===== src/debugPkg.sv =====
package debugPkg;

	// host register addresses on the 3-bit byte bus.
	localparam logic [2:0] regStatus    = 3'd0; // busy, overrun, capture and op readback.
	localparam logic [2:0] regCmd       = 3'd1; // command byte for the operand multiplexer.
	localparam logic [2:0] regMal       = 3'd2; // memory address, low byte.
	localparam logic [2:0] regMah       = 3'd3; // memory address, high byte.
	localparam logic [2:0] regMdl       = 3'd4; // memory data, low byte.
	localparam logic [2:0] regMdh       = 3'd5; // memory data, high byte, starts the write.
	localparam logic [2:0] regProbe     = 3'd6; // write snapshots a probe, read gives the low byte.
	localparam logic [2:0] regProbeHigh = 3'd7; // read gives the high byte of the snapshot.

	// op codes in the top three bits of the command byte.
	localparam logic [2:0] opNone = 3'd0; // no debug override, the CPU runs its own operands.
	localparam logic [2:0] opReg  = 3'd1; // the operand comes from a register file entry.
	localparam logic [2:0] opPc   = 3'd2; // the program counter select is driven.
	localparam logic [2:0] opCc   = 3'd3; // the condition code select is driven.

	// probe selects, taken from wdata bits 1 to 0 of a regProbe write.
	localparam logic [1:0] probeDin  = 2'd0; // data bus input.
	localparam logic [1:0] probeRegA = 2'd1; // register file port A.
	localparam logic [1:0] probeCc   = 2'd2; // condition codes.
	localparam logic [1:0] probePc   = 2'd3; // next program counter value.

	// states of the four-phase memory write requester.
	localparam logic [1:0] reqIdle    = 2'd0; // nothing in flight.
	localparam logic [1:0] reqWait    = 2'd1; // memReq is high, waiting for memAck.
	localparam logic [1:0] reqRelease = 2'd2; // memReq is low, waiting for memAck to drop.

	typedef struct packed {
		logic [2:0] addr;  // register address.
		logic [7:0] wdata; // write byte.
		logic       rd;    // single-cycle read strobe.
		logic       wr;    // single-cycle write strobe.
	} hostBus_s;

	// command byte as seen by a register operation.
	typedef struct packed {
		logic [2:0] op;
		logic       spare;
		logic [3:0] regx;
	} cmdReg_s;

	// command byte as seen by a program counter or condition code operation.
	typedef struct packed {
		logic [2:0] op;
		logic       spare;
		logic [1:0] pcx;
		logic [1:0] ccx;
	} cmdFlow_s;

	// the op field sits in the same place in both views.
	typedef union packed {
		cmdReg_s  regView;
		cmdFlow_s flowView;
	} debugCmd_u;

	typedef struct packed {
		logic [15:0] din;  // data bus input.
		logic [15:0] regA; // register file port A.
		logic [15:0] cc;   // condition codes.
		logic [15:0] pc;   // next program counter.
	} probeSet_s;

	typedef struct packed {
		logic [15:0] addr;
		logic [15:0] data;
	} memWrite_s;

	typedef struct packed {
		logic busy;
		logic overrun;
		logic captureValid;
	} statusFlags_s;

endpackage


===== src/debugPort.sv =====
`timescale 1ns/1ps

module debugPort import debugPkg::*; (
	input  logic        CLK,
	input  logic        RESET,
	input  hostBus_s    bus,
	output logic [7:0]  rdata,
	input  probeSet_s   probes,
	output logic        memReq,
	input  logic        memAck,
	output memWrite_s   memWrite,
	output logic [2:0]  opx,
	output logic [3:0]  regx,
	output logic [1:0]  pcx,
	output logic [1:0]  ccx
);

	debugCmd_u    cmd;
	statusFlags_s flags;
	logic [15:0]  memAddr;
	logic [15:0]  captured;
	logic         captureValid;
	logic         statusRead;

	hostRegisters hostRegisters_i (
		.CLK(CLK), .RESET(RESET), .bus(bus), .statusRead(statusRead),
		.memAck(memAck), .memReq(memReq), .memWrite(memWrite),
		.memAddr(memAddr), .cmd(cmd), .flags(flags)
	);

	probeCapture probeCapture_i (
		.CLK(CLK), .RESET(RESET), .bus(bus), .probes(probes),
		.captured(captured), .captureValid(captureValid)
	);

	debugReadback debugReadback_i (
		.CLK(CLK), .RESET(RESET), .bus(bus), .flags(flags),
		.captureValid(captureValid), .memAddr(memAddr), .cmd(cmd),
		.captured(captured), .rdata(rdata), .statusRead(statusRead)
	);

	// the op picks which view of the command byte reaches the CPU.
	always_comb begin
		opx = cmd.regView.op;
		regx = 4'h0;
		pcx = 2'b00;
		ccx = 2'b00;
		if (cmd.regView.op == opReg) begin
			regx = cmd.regView.regx;
		end
		if ((cmd.flowView.op == opPc) || (cmd.flowView.op == opCc)) begin
			pcx = cmd.flowView.pcx; // both flow selects travel together.
			ccx = cmd.flowView.ccx;
		end
	end

endmodule


===== src/debugReadback.sv =====
`timescale 1ns/1ps

module debugReadback import debugPkg::*; (
	input  logic         CLK,
	input  logic         RESET,
	input  hostBus_s     bus,
	input  statusFlags_s flags,
	input  logic         captureValid,
	input  logic [15:0]  memAddr,
	input  debugCmd_u    cmd,
	input  logic [15:0]  captured,
	output logic [7:0]   rdata,
	output logic         statusRead
);

	logic [7:0] readByte;

	assign statusRead = bus.rd && (bus.addr == regStatus); // clears overrun at the same edge.

	// read multiplexer by register address.
	always_comb begin
		case (bus.addr)
			regStatus: begin
				readByte = {cmd.regView.op, 2'b00, flags.busy, flags.overrun, captureValid};
			end
			regCmd:       readByte = cmd; // the byte as written.
			regMal:       readByte = memAddr[7:0];
			regMah:       readByte = memAddr[15:8];
			regMdl:       readByte = 8'h00; // data bytes are write only.
			regMdh:       readByte = 8'h00;
			regProbe:     readByte = captured[7:0];
			regProbeHigh: readByte = captured[15:8];
			default:      readByte = 8'h00;
		endcase
	end

	// the read byte is held until the next read strobe.
	always_ff @(posedge CLK or posedge RESET) begin
		if (RESET) begin
			rdata <= 8'h00;
		end else if (bus.rd) begin
			rdata <= readByte;
		end
	end

	// the host never reads and writes in the same cycle.
	strobesExclusive: assert property (@(posedge CLK) disable iff (RESET)
		!(bus.rd && bus.wr));

endmodule


===== src/hostRegisters.sv =====
`timescale 1ns/1ps

module hostRegisters import debugPkg::*; (
	input  logic         CLK,
	input  logic         RESET,
	input  hostBus_s     bus,
	input  logic         statusRead, // pulses when the host reads regStatus.
	input  logic         memAck,
	output logic         memReq,
	output memWrite_s    memWrite,
	output logic [15:0]  memAddr,
	output debugCmd_u    cmd,
	output statusFlags_s flags
);

	logic       cmdWrite;
	logic       malWrite;
	logic       mahWrite;
	logic       mdlWrite;
	logic       mdhWrite;
	logic       launch;
	logic       done;
	logic       busy;
	logic       overrun;
	logic [1:0] reqState;
	logic [7:0] mdlByte;

	assign cmdWrite = bus.wr && (bus.addr == regCmd); // one strobe per target register.
	assign malWrite = bus.wr && (bus.addr == regMal);
	assign mahWrite = bus.wr && (bus.addr == regMah);
	assign mdlWrite = bus.wr && (bus.addr == regMdl);
	assign mdhWrite = bus.wr && (bus.addr == regMdh);

	assign busy   = (reqState != reqIdle); // high from the rise of memReq to the fall of memAck.
	assign launch = mdhWrite && !busy; // a high byte write starts a memory write when idle.
	assign done   = (reqState == reqRelease) && !memAck; // last phase of the handshake.

	// the command register drives the CPU selects directly.
	always_ff @(posedge CLK or posedge RESET) begin
		if (RESET) begin
			cmd <= '0; // a zero command decodes as opNone.
		end else if (cmdWrite) begin
			cmd <= bus.wdata;
		end
	end

	// address counter, loaded a byte at a time and stepped once per completed write.
	always_ff @(posedge CLK or posedge RESET) begin
		if (RESET) begin
			memAddr <= '0;
		end else if (malWrite) begin
			memAddr[7:0] <= bus.wdata;
		end else if (mahWrite) begin
			memAddr[15:8] <= bus.wdata;
		end else if (done) begin
			memAddr <= memAddr + 16'd1; // carry into the high byte, wraps at 16 bits.
		end
	end

	always_ff @(posedge CLK) begin
		if (mdlWrite) begin
			mdlByte <= bus.wdata; // held until the high byte arrives.
		end
	end

	// the outgoing word is frozen at launch, so later host writes can not disturb it.
	always_ff @(posedge CLK) begin
		if (launch) begin
			memWrite.addr <= memAddr;
			memWrite.data <= {bus.wdata, mdlByte};
		end
	end

	// four-phase requester.
	always_ff @(posedge CLK or posedge RESET) begin
		if (RESET) begin
			reqState <= reqIdle;
			memReq   <= 1'b0;
		end else begin
			case (reqState)
				reqIdle: begin
					if (launch) begin
						memReq   <= 1'b1; // memAck is already low here.
						reqState <= reqWait;
					end
				end
				reqWait: begin
					if (memAck) begin
						memReq   <= 1'b0; // third phase.
						reqState <= reqRelease;
					end
				end
				reqRelease: begin
					if (!memAck) begin
						reqState <= reqIdle; // busy falls on this edge.
					end
				end
				default: begin
					memReq   <= 1'b0;
					reqState <= reqIdle;
				end
			endcase
		end
	end

	// sticky overrun, cleared only by a status read.
	always_ff @(posedge CLK or posedge RESET) begin
		if (RESET) begin
			overrun <= 1'b0;
		end else if (mdhWrite && busy) begin
			overrun <= 1'b1; // the write is dropped.
		end else if (statusRead) begin
			overrun <= 1'b0;
		end
	end

	assign flags = '{busy: busy, overrun: overrun, captureValid: 1'b0}; // capture flag lives elsewhere.

	// the memory side must see a steady word for the whole handshake.
	memWriteStable: assert property (@(posedge CLK) disable iff (RESET)
		(memReq || memAck) && $past(memReq || memAck) |-> $stable(memWrite));

	// a new request only starts once the previous acknowledge has dropped.
	reqAfterAckLow: assert property (@(posedge CLK) disable iff (RESET)
		$rose(memReq) |-> !$past(memAck));

endmodule


===== src/probeCapture.sv =====
`timescale 1ns/1ps

module probeCapture import debugPkg::*; (
	input  logic        CLK,
	input  logic        RESET,
	input  hostBus_s    bus,
	input  probeSet_s   probes,
	output logic [15:0] captured,
	output logic        captureValid
);

	logic        captureWrite;
	logic [15:0] selected;

	assign captureWrite = bus.wr && (bus.addr == regProbe); // the written byte carries the select.

	// probe multiplexer, steered by the select in the write byte.
	always_comb begin
		case (bus.wdata[1:0])
			probeDin:  selected = probes.din;
			probeRegA: selected = probes.regA;
			probeCc:   selected = probes.cc;
			probePc:   selected = probes.pc;
			default:   selected = probes.din;
		endcase
	end

	// snapshot so both byte reads come from the same sample.
	always_ff @(posedge CLK) begin
		if (captureWrite) begin
			captured <= selected;
		end
	end

	always_ff @(posedge CLK or posedge RESET) begin
		if (RESET) begin
			captureValid <= 1'b0;
		end else if (captureWrite) begin
			captureValid <= 1'b1; // stays set until the next reset.
		end
	end

endmodule


===== config.mk =====
export PLATFORM = sky130hd
export DESIGN_NAME = debugPort
export DESIGN_NICKNAME = d
export VERILOG_FILES = /design/src/debugPkg.sv /design/src/debugPort.sv /design/src/debugReadback.sv /design/src/hostRegisters.sv /design/src/probeCapture.sv
export SDC_FILE = /design/constraint.sdc
export NUM_CORES = 1
export LEC_CHECK = 0
export ABC_AREA = 0
export BUFFER_PORTS_ARGS = -buffer_cell sky130_fd_sc_hd__buf_2
export CAP_MARGIN = 20
export CELL_PAD_IN_SITES_DETAIL_PLACEMENT = 1
export CELL_PAD_IN_SITES_GLOBAL_PLACEMENT = 1
export CORE_ASPECT_RATIO = 1.75
export CORE_MARGIN = 2
export CORE_UTILIZATION = 35
export DETAILED_ROUTE_END_ITERATION = 10
export PLACE_DENSITY_LB_ADDON = 0.3
export SYNTH_ARGS = -nofsm -noshare
export SYNTH_HDL_FRONTEND = slang
export SYNTH_SLANG_ARGS = --single-unit

===== constraint.sdc =====
create_clock -name CLK -period 7.28 [get_ports CLK]
set_input_delay 0.728 -clock CLK [delete_from_list [all_inputs] [get_ports CLK]]
set_output_delay 0.728 -clock CLK [all_outputs]
set_load 0.005 [all_outputs]

After elaboration in Yosys (flattened, before gate mapping)
Cells that the tools add are included.
{"block": "classes", "add_sub_neg": 1, "eq_ne": 19, "mux": 18, "n_bitwise": 2, "reduce_logical": 25}
{"operator": "16-bit case mux with 4 select lines", "count": 1}
{"operator": "8-bit case mux with 7 select lines", "count": 1}
{"operator": "8-bit two-way mux", "count": 3}
{"operator": "16-bit by 1-bit adder with 16-bit output (second input constant)", "count": 1}
{"operator": "16-bit two-way mux", "count": 1}
{"operator": "3-bit by 2-bit equality test with 1-bit output (second input constant)", "count": 4}
{"operator": "3-bit equality test (second input constant)", "count": 4}
{"operator": "1-bit logical AND", "count": 10}
{"operator": "2-bit two-way mux", "count": 5}
{"operator": "2-bit nonzero test", "count": 4}
{"operator": "2-bit equality test (second input constant)", "count": 3}
{"operator": "3-bit by 1-bit equality test with 1-bit output (second input constant)", "count": 2}
{"operator": "2-bit case mux with 3 select lines", "count": 1}
{"operator": "3-bit AND reduction", "count": 2}
{"operator": "2-bit by 1-bit equality test with 1-bit output (second input constant)", "count": 2}
{"operator": "2-bit logical NOT", "count": 2}
{"operator": "1-bit two-way mux", "count": 4}
{"operator": "4-bit two-way mux", "count": 1}
{"operator": "2-bit by 1-bit != test with 1-bit output (second input constant)", "count": 2}
{"operator": "2-bit != test (second input constant)", "count": 2}
{"operator": "2-bit AND reduction", "count": 2}
{"operator": "3-bit logical NOT", "count": 1}
{"operator": "1-bit case mux with 3 select lines", "count": 1}
{"operator": "1-bit logical NOT", "count": 2}
{"operator": "3 further kinds", "count": 4}
{"block": "totals", "register_bits": 93, "in_bits": 80, "word_cells": 77}

Longest topological paths before layout
{"block": "depth", "ltp_word": 5, "mapped_depth": 7, "mapped_depth_nobuf": 5}

Cells and area by module
From an unflattened synthesis, not the netlist that was laid out.
{"block": "hier_totals", "hier_cells": 334, "hier_area_um2": 4508.1}
{"mod": "hostRegisters", "instances": 1, "cells_per_inst": 205, "area_each_um2": 2783.9}
{"mod": "probeCapture", "instances": 1, "cells_per_inst": 40, "area_each_um2": 949.7}
{"mod": "debugReadback", "instances": 1, "cells_per_inst": 81, "area_each_um2": 684.4}
{"mod": "debugPort", "instances": 1, "cells_per_inst": 8, "area_each_um2": 90.1}

Worst setup path after synthesis
No wires, ideal clock.
{"block": "synth_timing", "kind": "input to register", "start": "input bus[10] (netlist bit)", "end": "register hostRegisters_i.memWrite[0] (netlist name)", "setup_time_ns": 0.461, "arrival_ns": 3.727, "path_slack_ns": 3.092, "path_stages": 5, "cell_sequence": "buf_2 > buf_2 > buf_2 > nand4b_1 > nor3_1"}
{"block": "synth_via", "elab_chain_cells": 3}
{"element": "from (decl)", "line": "debugPort.sv:6", "text": "input hostBus_s bus,"}
{"element": "3-bit equality test", "line": "hostRegisters.sv:32", "text": "assign mdhWrite = bus.wr && (bus.addr == regMdh);"}
{"element": "1-bit logical AND", "line": "hostRegisters.sv:32"}
{"element": "1-bit logical AND", "line": "hostRegisters.sv:35", "text": "assign launch = mdhWrite && !busy;"}
{"element": "via hostRegisters_i.launch", "line": "hostRegisters.sv:21", "text": "logic launch;"}
The timed path passes the listed nets, and every way through them passes these cells.
A chain may end at the register's enable or synchronous reset.

Final worst setup path
{"block": "layout_timing", "start": "input bus[11] (netlist bit)", "end": "register hostRegisters_i.memAddr[7]"}
{"block": "layout_via", "elab_chain_cells": 4}
{"element": "3-bit by 2-bit equality test with 1-bit output (on tied branches)", "line": "hostRegisters.sv:30, hostRegisters.sv:29"}
{"element": "1-bit logical AND (on tied branches)", "line": "hostRegisters.sv:30, hostRegisters.sv:29"}
{"element": "2-bit by 1-bit != test with 1-bit output (no line) / 2-bit nonzero test (equally long branches)"}
{"element": "2-bit AND reduction (no line)"}
{"element": "to (signal assigned)", "line": "hostRegisters.sv:52", "text": "memAddr[7:0] <= bus.wdata;"}
{"element": "to (signal assigned)", "line": "hostRegisters.sv:56", "text": "memAddr <= memAddr + 16'd1;"}
{"element": "to (decl)", "line": "hostRegisters.sv:11", "text": "output logic [15:0] memAddr,"}
Several ways; a longest one is shown, not always the timed one.

==> summary.md <==
| Metric | Value |
|---|---|
| Finish-stage setup viols | `0` |
| DR DRC count | `0` |
| Total CTS buffers | `9` |
| Crit path buf inv count | `1` |
| Final hold violation count | `0` |
| Postcts setup bufs | `0` |
| Setup TNS | `0 ps` |
| Peak supply drop | `about 0.00011 V` |
| Ys Warns | `0` |
| Top cells by area, synth | `edfxtp_1 (39%), dfrtp_1 (21%), mux4_2 (9.9%)` |
| List of most frequent post-synthesis cells | `edfxtp_1 (56), dfrtp_1 (37), nor2_1 (20), mux4_2 (19)` |
| Vias/cell | `5.231` |
| Clock buffer depth | `2` |
| CP peak stage delay | `between 800 and 900 ps` |
| Avg Inst Size Synth | `approximately 14 um^2` |
| Crit path time final | `around 2500 ps` |
| Routed WL | `11460 um` |
| Row count | `53` |
| Max stage delay cell, worst path | `nor2_1` |
| Routed wire per std cell | `18.88 um` |
| Post-DRT Antenna Nets | `0` |
| Htree depth | `3` |
| Clock latency on the worst-skew pair | `350 ps` |
| Crit. path cell count | `5` |
| Port bufs | `between 100 and 150` |
| Final Max Tran Viols | `0` |
| Via count | `3175` |
| Period Utilization, post-route | `around a third` |
| Fillers | `between 1000 and 1500` |
| Core area | `about 12000 um^2` |
| Hold depth | `0` |
| Total track usage | `roughly 18%` |
| FMAX | `roughly 0.4 GHz` |
| Die width | `88.17 um` |
| TritonCTS clock tree | `yes` |
| RSZ-0062 raised after global routing | `no` |
| CTS clock-pin slew for the worst setup and hold paths | `~70 ps` |
| Max-Cap Viols | `0` |
| Starting Density | `between 30% and 40%` |
| Largest net degree at the start of global routing | `38` |
| Util after Layout | `between 40% and 50%` |
| GP Congestion | `between 0.9 and 1` |
| WP data arrival | `about 2800 ps` |
| Gate Count Post-Synth | `~310` |
| Hold_buf cts | `0` |
| 1st-iter DRT viols | `214` |
| Slew Limit Headroom | `~34%` |
| Area Overhead vs Synth | `25.20%` |
| Vias in the first global route | `about 3400` |
| Io pins | `132` |
| Synth Cell Area | `about 4300 um^2` |
| P_leak | `between 0.002 and 0.0025 uW` |
| Post-synth top flop | `edfxtp_1` |
| Cell family with most CP delay | `simple AND/OR/NAND/NOR gates` |
| Share of post-route cells with drive strength above 1 | `between 40% and 50%` |
| CP cell instances | `buf_2 > nand3b_1 > nor2_1 > nor3b_1 > a211o_1` |
| Status | `completed` |
| Largest area contributor in the netlist | `edfxtp_1` |
| Async S/R FF share, synth | `around two fifths` |
| Distinct cells, synth | `55` |
| Flops & latches, synth | `93` |
| R2R depth | `5` |
| Register area share after synthesis | `around 60%` |
| Crit-path max FO | `23` |
| Nets@finish | `between 500 and 600` |
| Die Area | `13340 um^2` |
| PwrDens | `around 250 nW/um^2` |
| Layout Skew | `between 10 and 15 ps` |
| Top-count cell post-synth | `edfxtp_1` |
| TritonRoute pass-1 iters | `4` |
| Initial antenna violation count | `1` |
| Worst-margin pin slew | `about 990 ps` |
| Post-DP HPWL | `about 8700 um` |
| Share of the synthesized area in the top cell type | `approximately two fifths` |
| GRT overflow | `0` |
| Net Count, Synth | `~390` |
| CP Launch Type | `input pin` |
| Number of synthesized flops with an enable pin | `56` |
| Chip height | `~150 um` |
| Data required, critical path | `around 7500 ps` |
| HP Class | `reg -> reg` |
| Root Driver | `clkbuf_16` |
| Crit path kind | `in -> reg` |
| Post-CTS Resized | `0` |
| First-pass GRT wire length | `about 18000 um` |
| Total clock sinks | `93` |
| Crit. End Element | `flop` |
==> metrics by stage <==
stage | setup WS (ps) | hold WS (ps) | instance area, um^2 | cells | power (uW)
after floorplan | 3092 | 400.3 | 4339 | 312 | 795.4
after global placement | 4548 | 400.8 | 5115 | 588 | 878.9
after detailed placement | 4388 | 405.7 | 5115 | 588 | 892.0
after CTS | 4760 | 422.8 | 5420 | 604 | 1375
after global routing | 4567 | 426.3 | 5433 | 607 | 1421
final | 4753 | 420.2 | 5433 | 607 | 1360
==> layout by cell type, fill, tap and decap left out, types with 3 or more instances in the layout <==
cell type    n
buf_2      132
edfxtp_1    56
dfrtp_1     37
nor2_1      20
mux4_2      19
o21ai_0     11
mux2_2      10
nand2_1     10
mux2i_1      9
nor3_1       9
and2_1       9
clkbuf_16    9
inv_1        8
a21oi_1      8
nor3b_1      6
nand3_1      6
xnor2_1      5
o21a_1       4
nor3_2       4
a311oi_1     4
nor4_1       4
nand2b_1     3
a2bb2oi_1    3
o32ai_1      3
a22oi_1      3
a211oi_1     3
==> routing by layer <==
| metal | track usage, % | vias to the layer above | part of all wire (%) |
|---|---|---|---|
| met5 | 0 | - | 0 |
| met4 | 7.879 | 0 | 2.8 |
| met3 | 4.033 | 22 | 4.9 |
| met2 | 32.48 | 122 | 56 |
| met1 | 20.08 | 1574 | 37 |
| li1 | - | 1457 | - |
==> area by class of cell <==
cell class              instances  area, um^2  share of cell area [%]
flip-flops and latches         93        2608                   48.00
multi-input cells             189        1600                   29.46
repair buffers                135       680.7                   12.53
clock buffers                   9       225.2                   4.146
well taps                     165       206.4                   3.800
clock inverters                 7       80.08                   1.474
inverters                       8       30.03                  0.5527
diodes                          1       2.502                 0.04606
==> cell families (layout without fill, tap and decap cells) <==
family	after synthesis	after routing	share of synthesized area, %
buf+inv	30	159	3.287
compound gates	52	52	8.189
simple gates	91	91	12.20
flops	93	93	60.09
other cells	0	1	0
xor+xnor	7	7	1.413
fa+ha+maj	1	1	0.2883
mux	38	38	14.53
==> registers in the layout, summed over array words and instances, names as in the netlist <==
signal	flops
hostRegisters_i.memWrite	32
hostRegisters_i.memAddr	16
probeCapture_i.captured	16
debugReadback_i.rdata	8
hostRegisters_i.cmd	8
hostRegisters_i.mdlByte	8
hostRegisters_i.reqState	2
hostRegisters_i.memReq	1
hostRegisters_i.overrun	1
probeCapture_i.captureValid	1
==> final timing paths <==
kind	from	endpoint	slack, ps
max in group asynchronous	RESET	debugReadback_i.rdata[3]	6410
min in group asynchronous	RESET	hostRegisters_i.reqState[1]	490
max reg2reg	hostRegisters_i.memAddr[1]	hostRegisters_i.memAddr[14]	5130
min reg2reg	hostRegisters_i.mdlByte[7]	hostRegisters_i.memWrite[7]	420
min	hostRegisters_i.mdlByte[7]	hostRegisters_i.memWrite[7]	420
max	bus[11]	hostRegisters_i.memAddr[7]	4750
==> worst register-to-register path: cells and delay by family (launching register included) <==
kind	cells	cell delay, ps
AND/OR/NAND/NOR	2	900
flip-flops	1	470
AO/OA/AOI/OAI	2	430
adder cells (fa/ha/maj)	1	250
==> power by group <==
group	switching [uW]	internal (uW)	total, uW
Combinational	89.3	103	193
Sequential	69.7	616	686
Clock	211	271	482
Total	370	991	1360
Note: power is estimated with default switching activity, not from simulation.
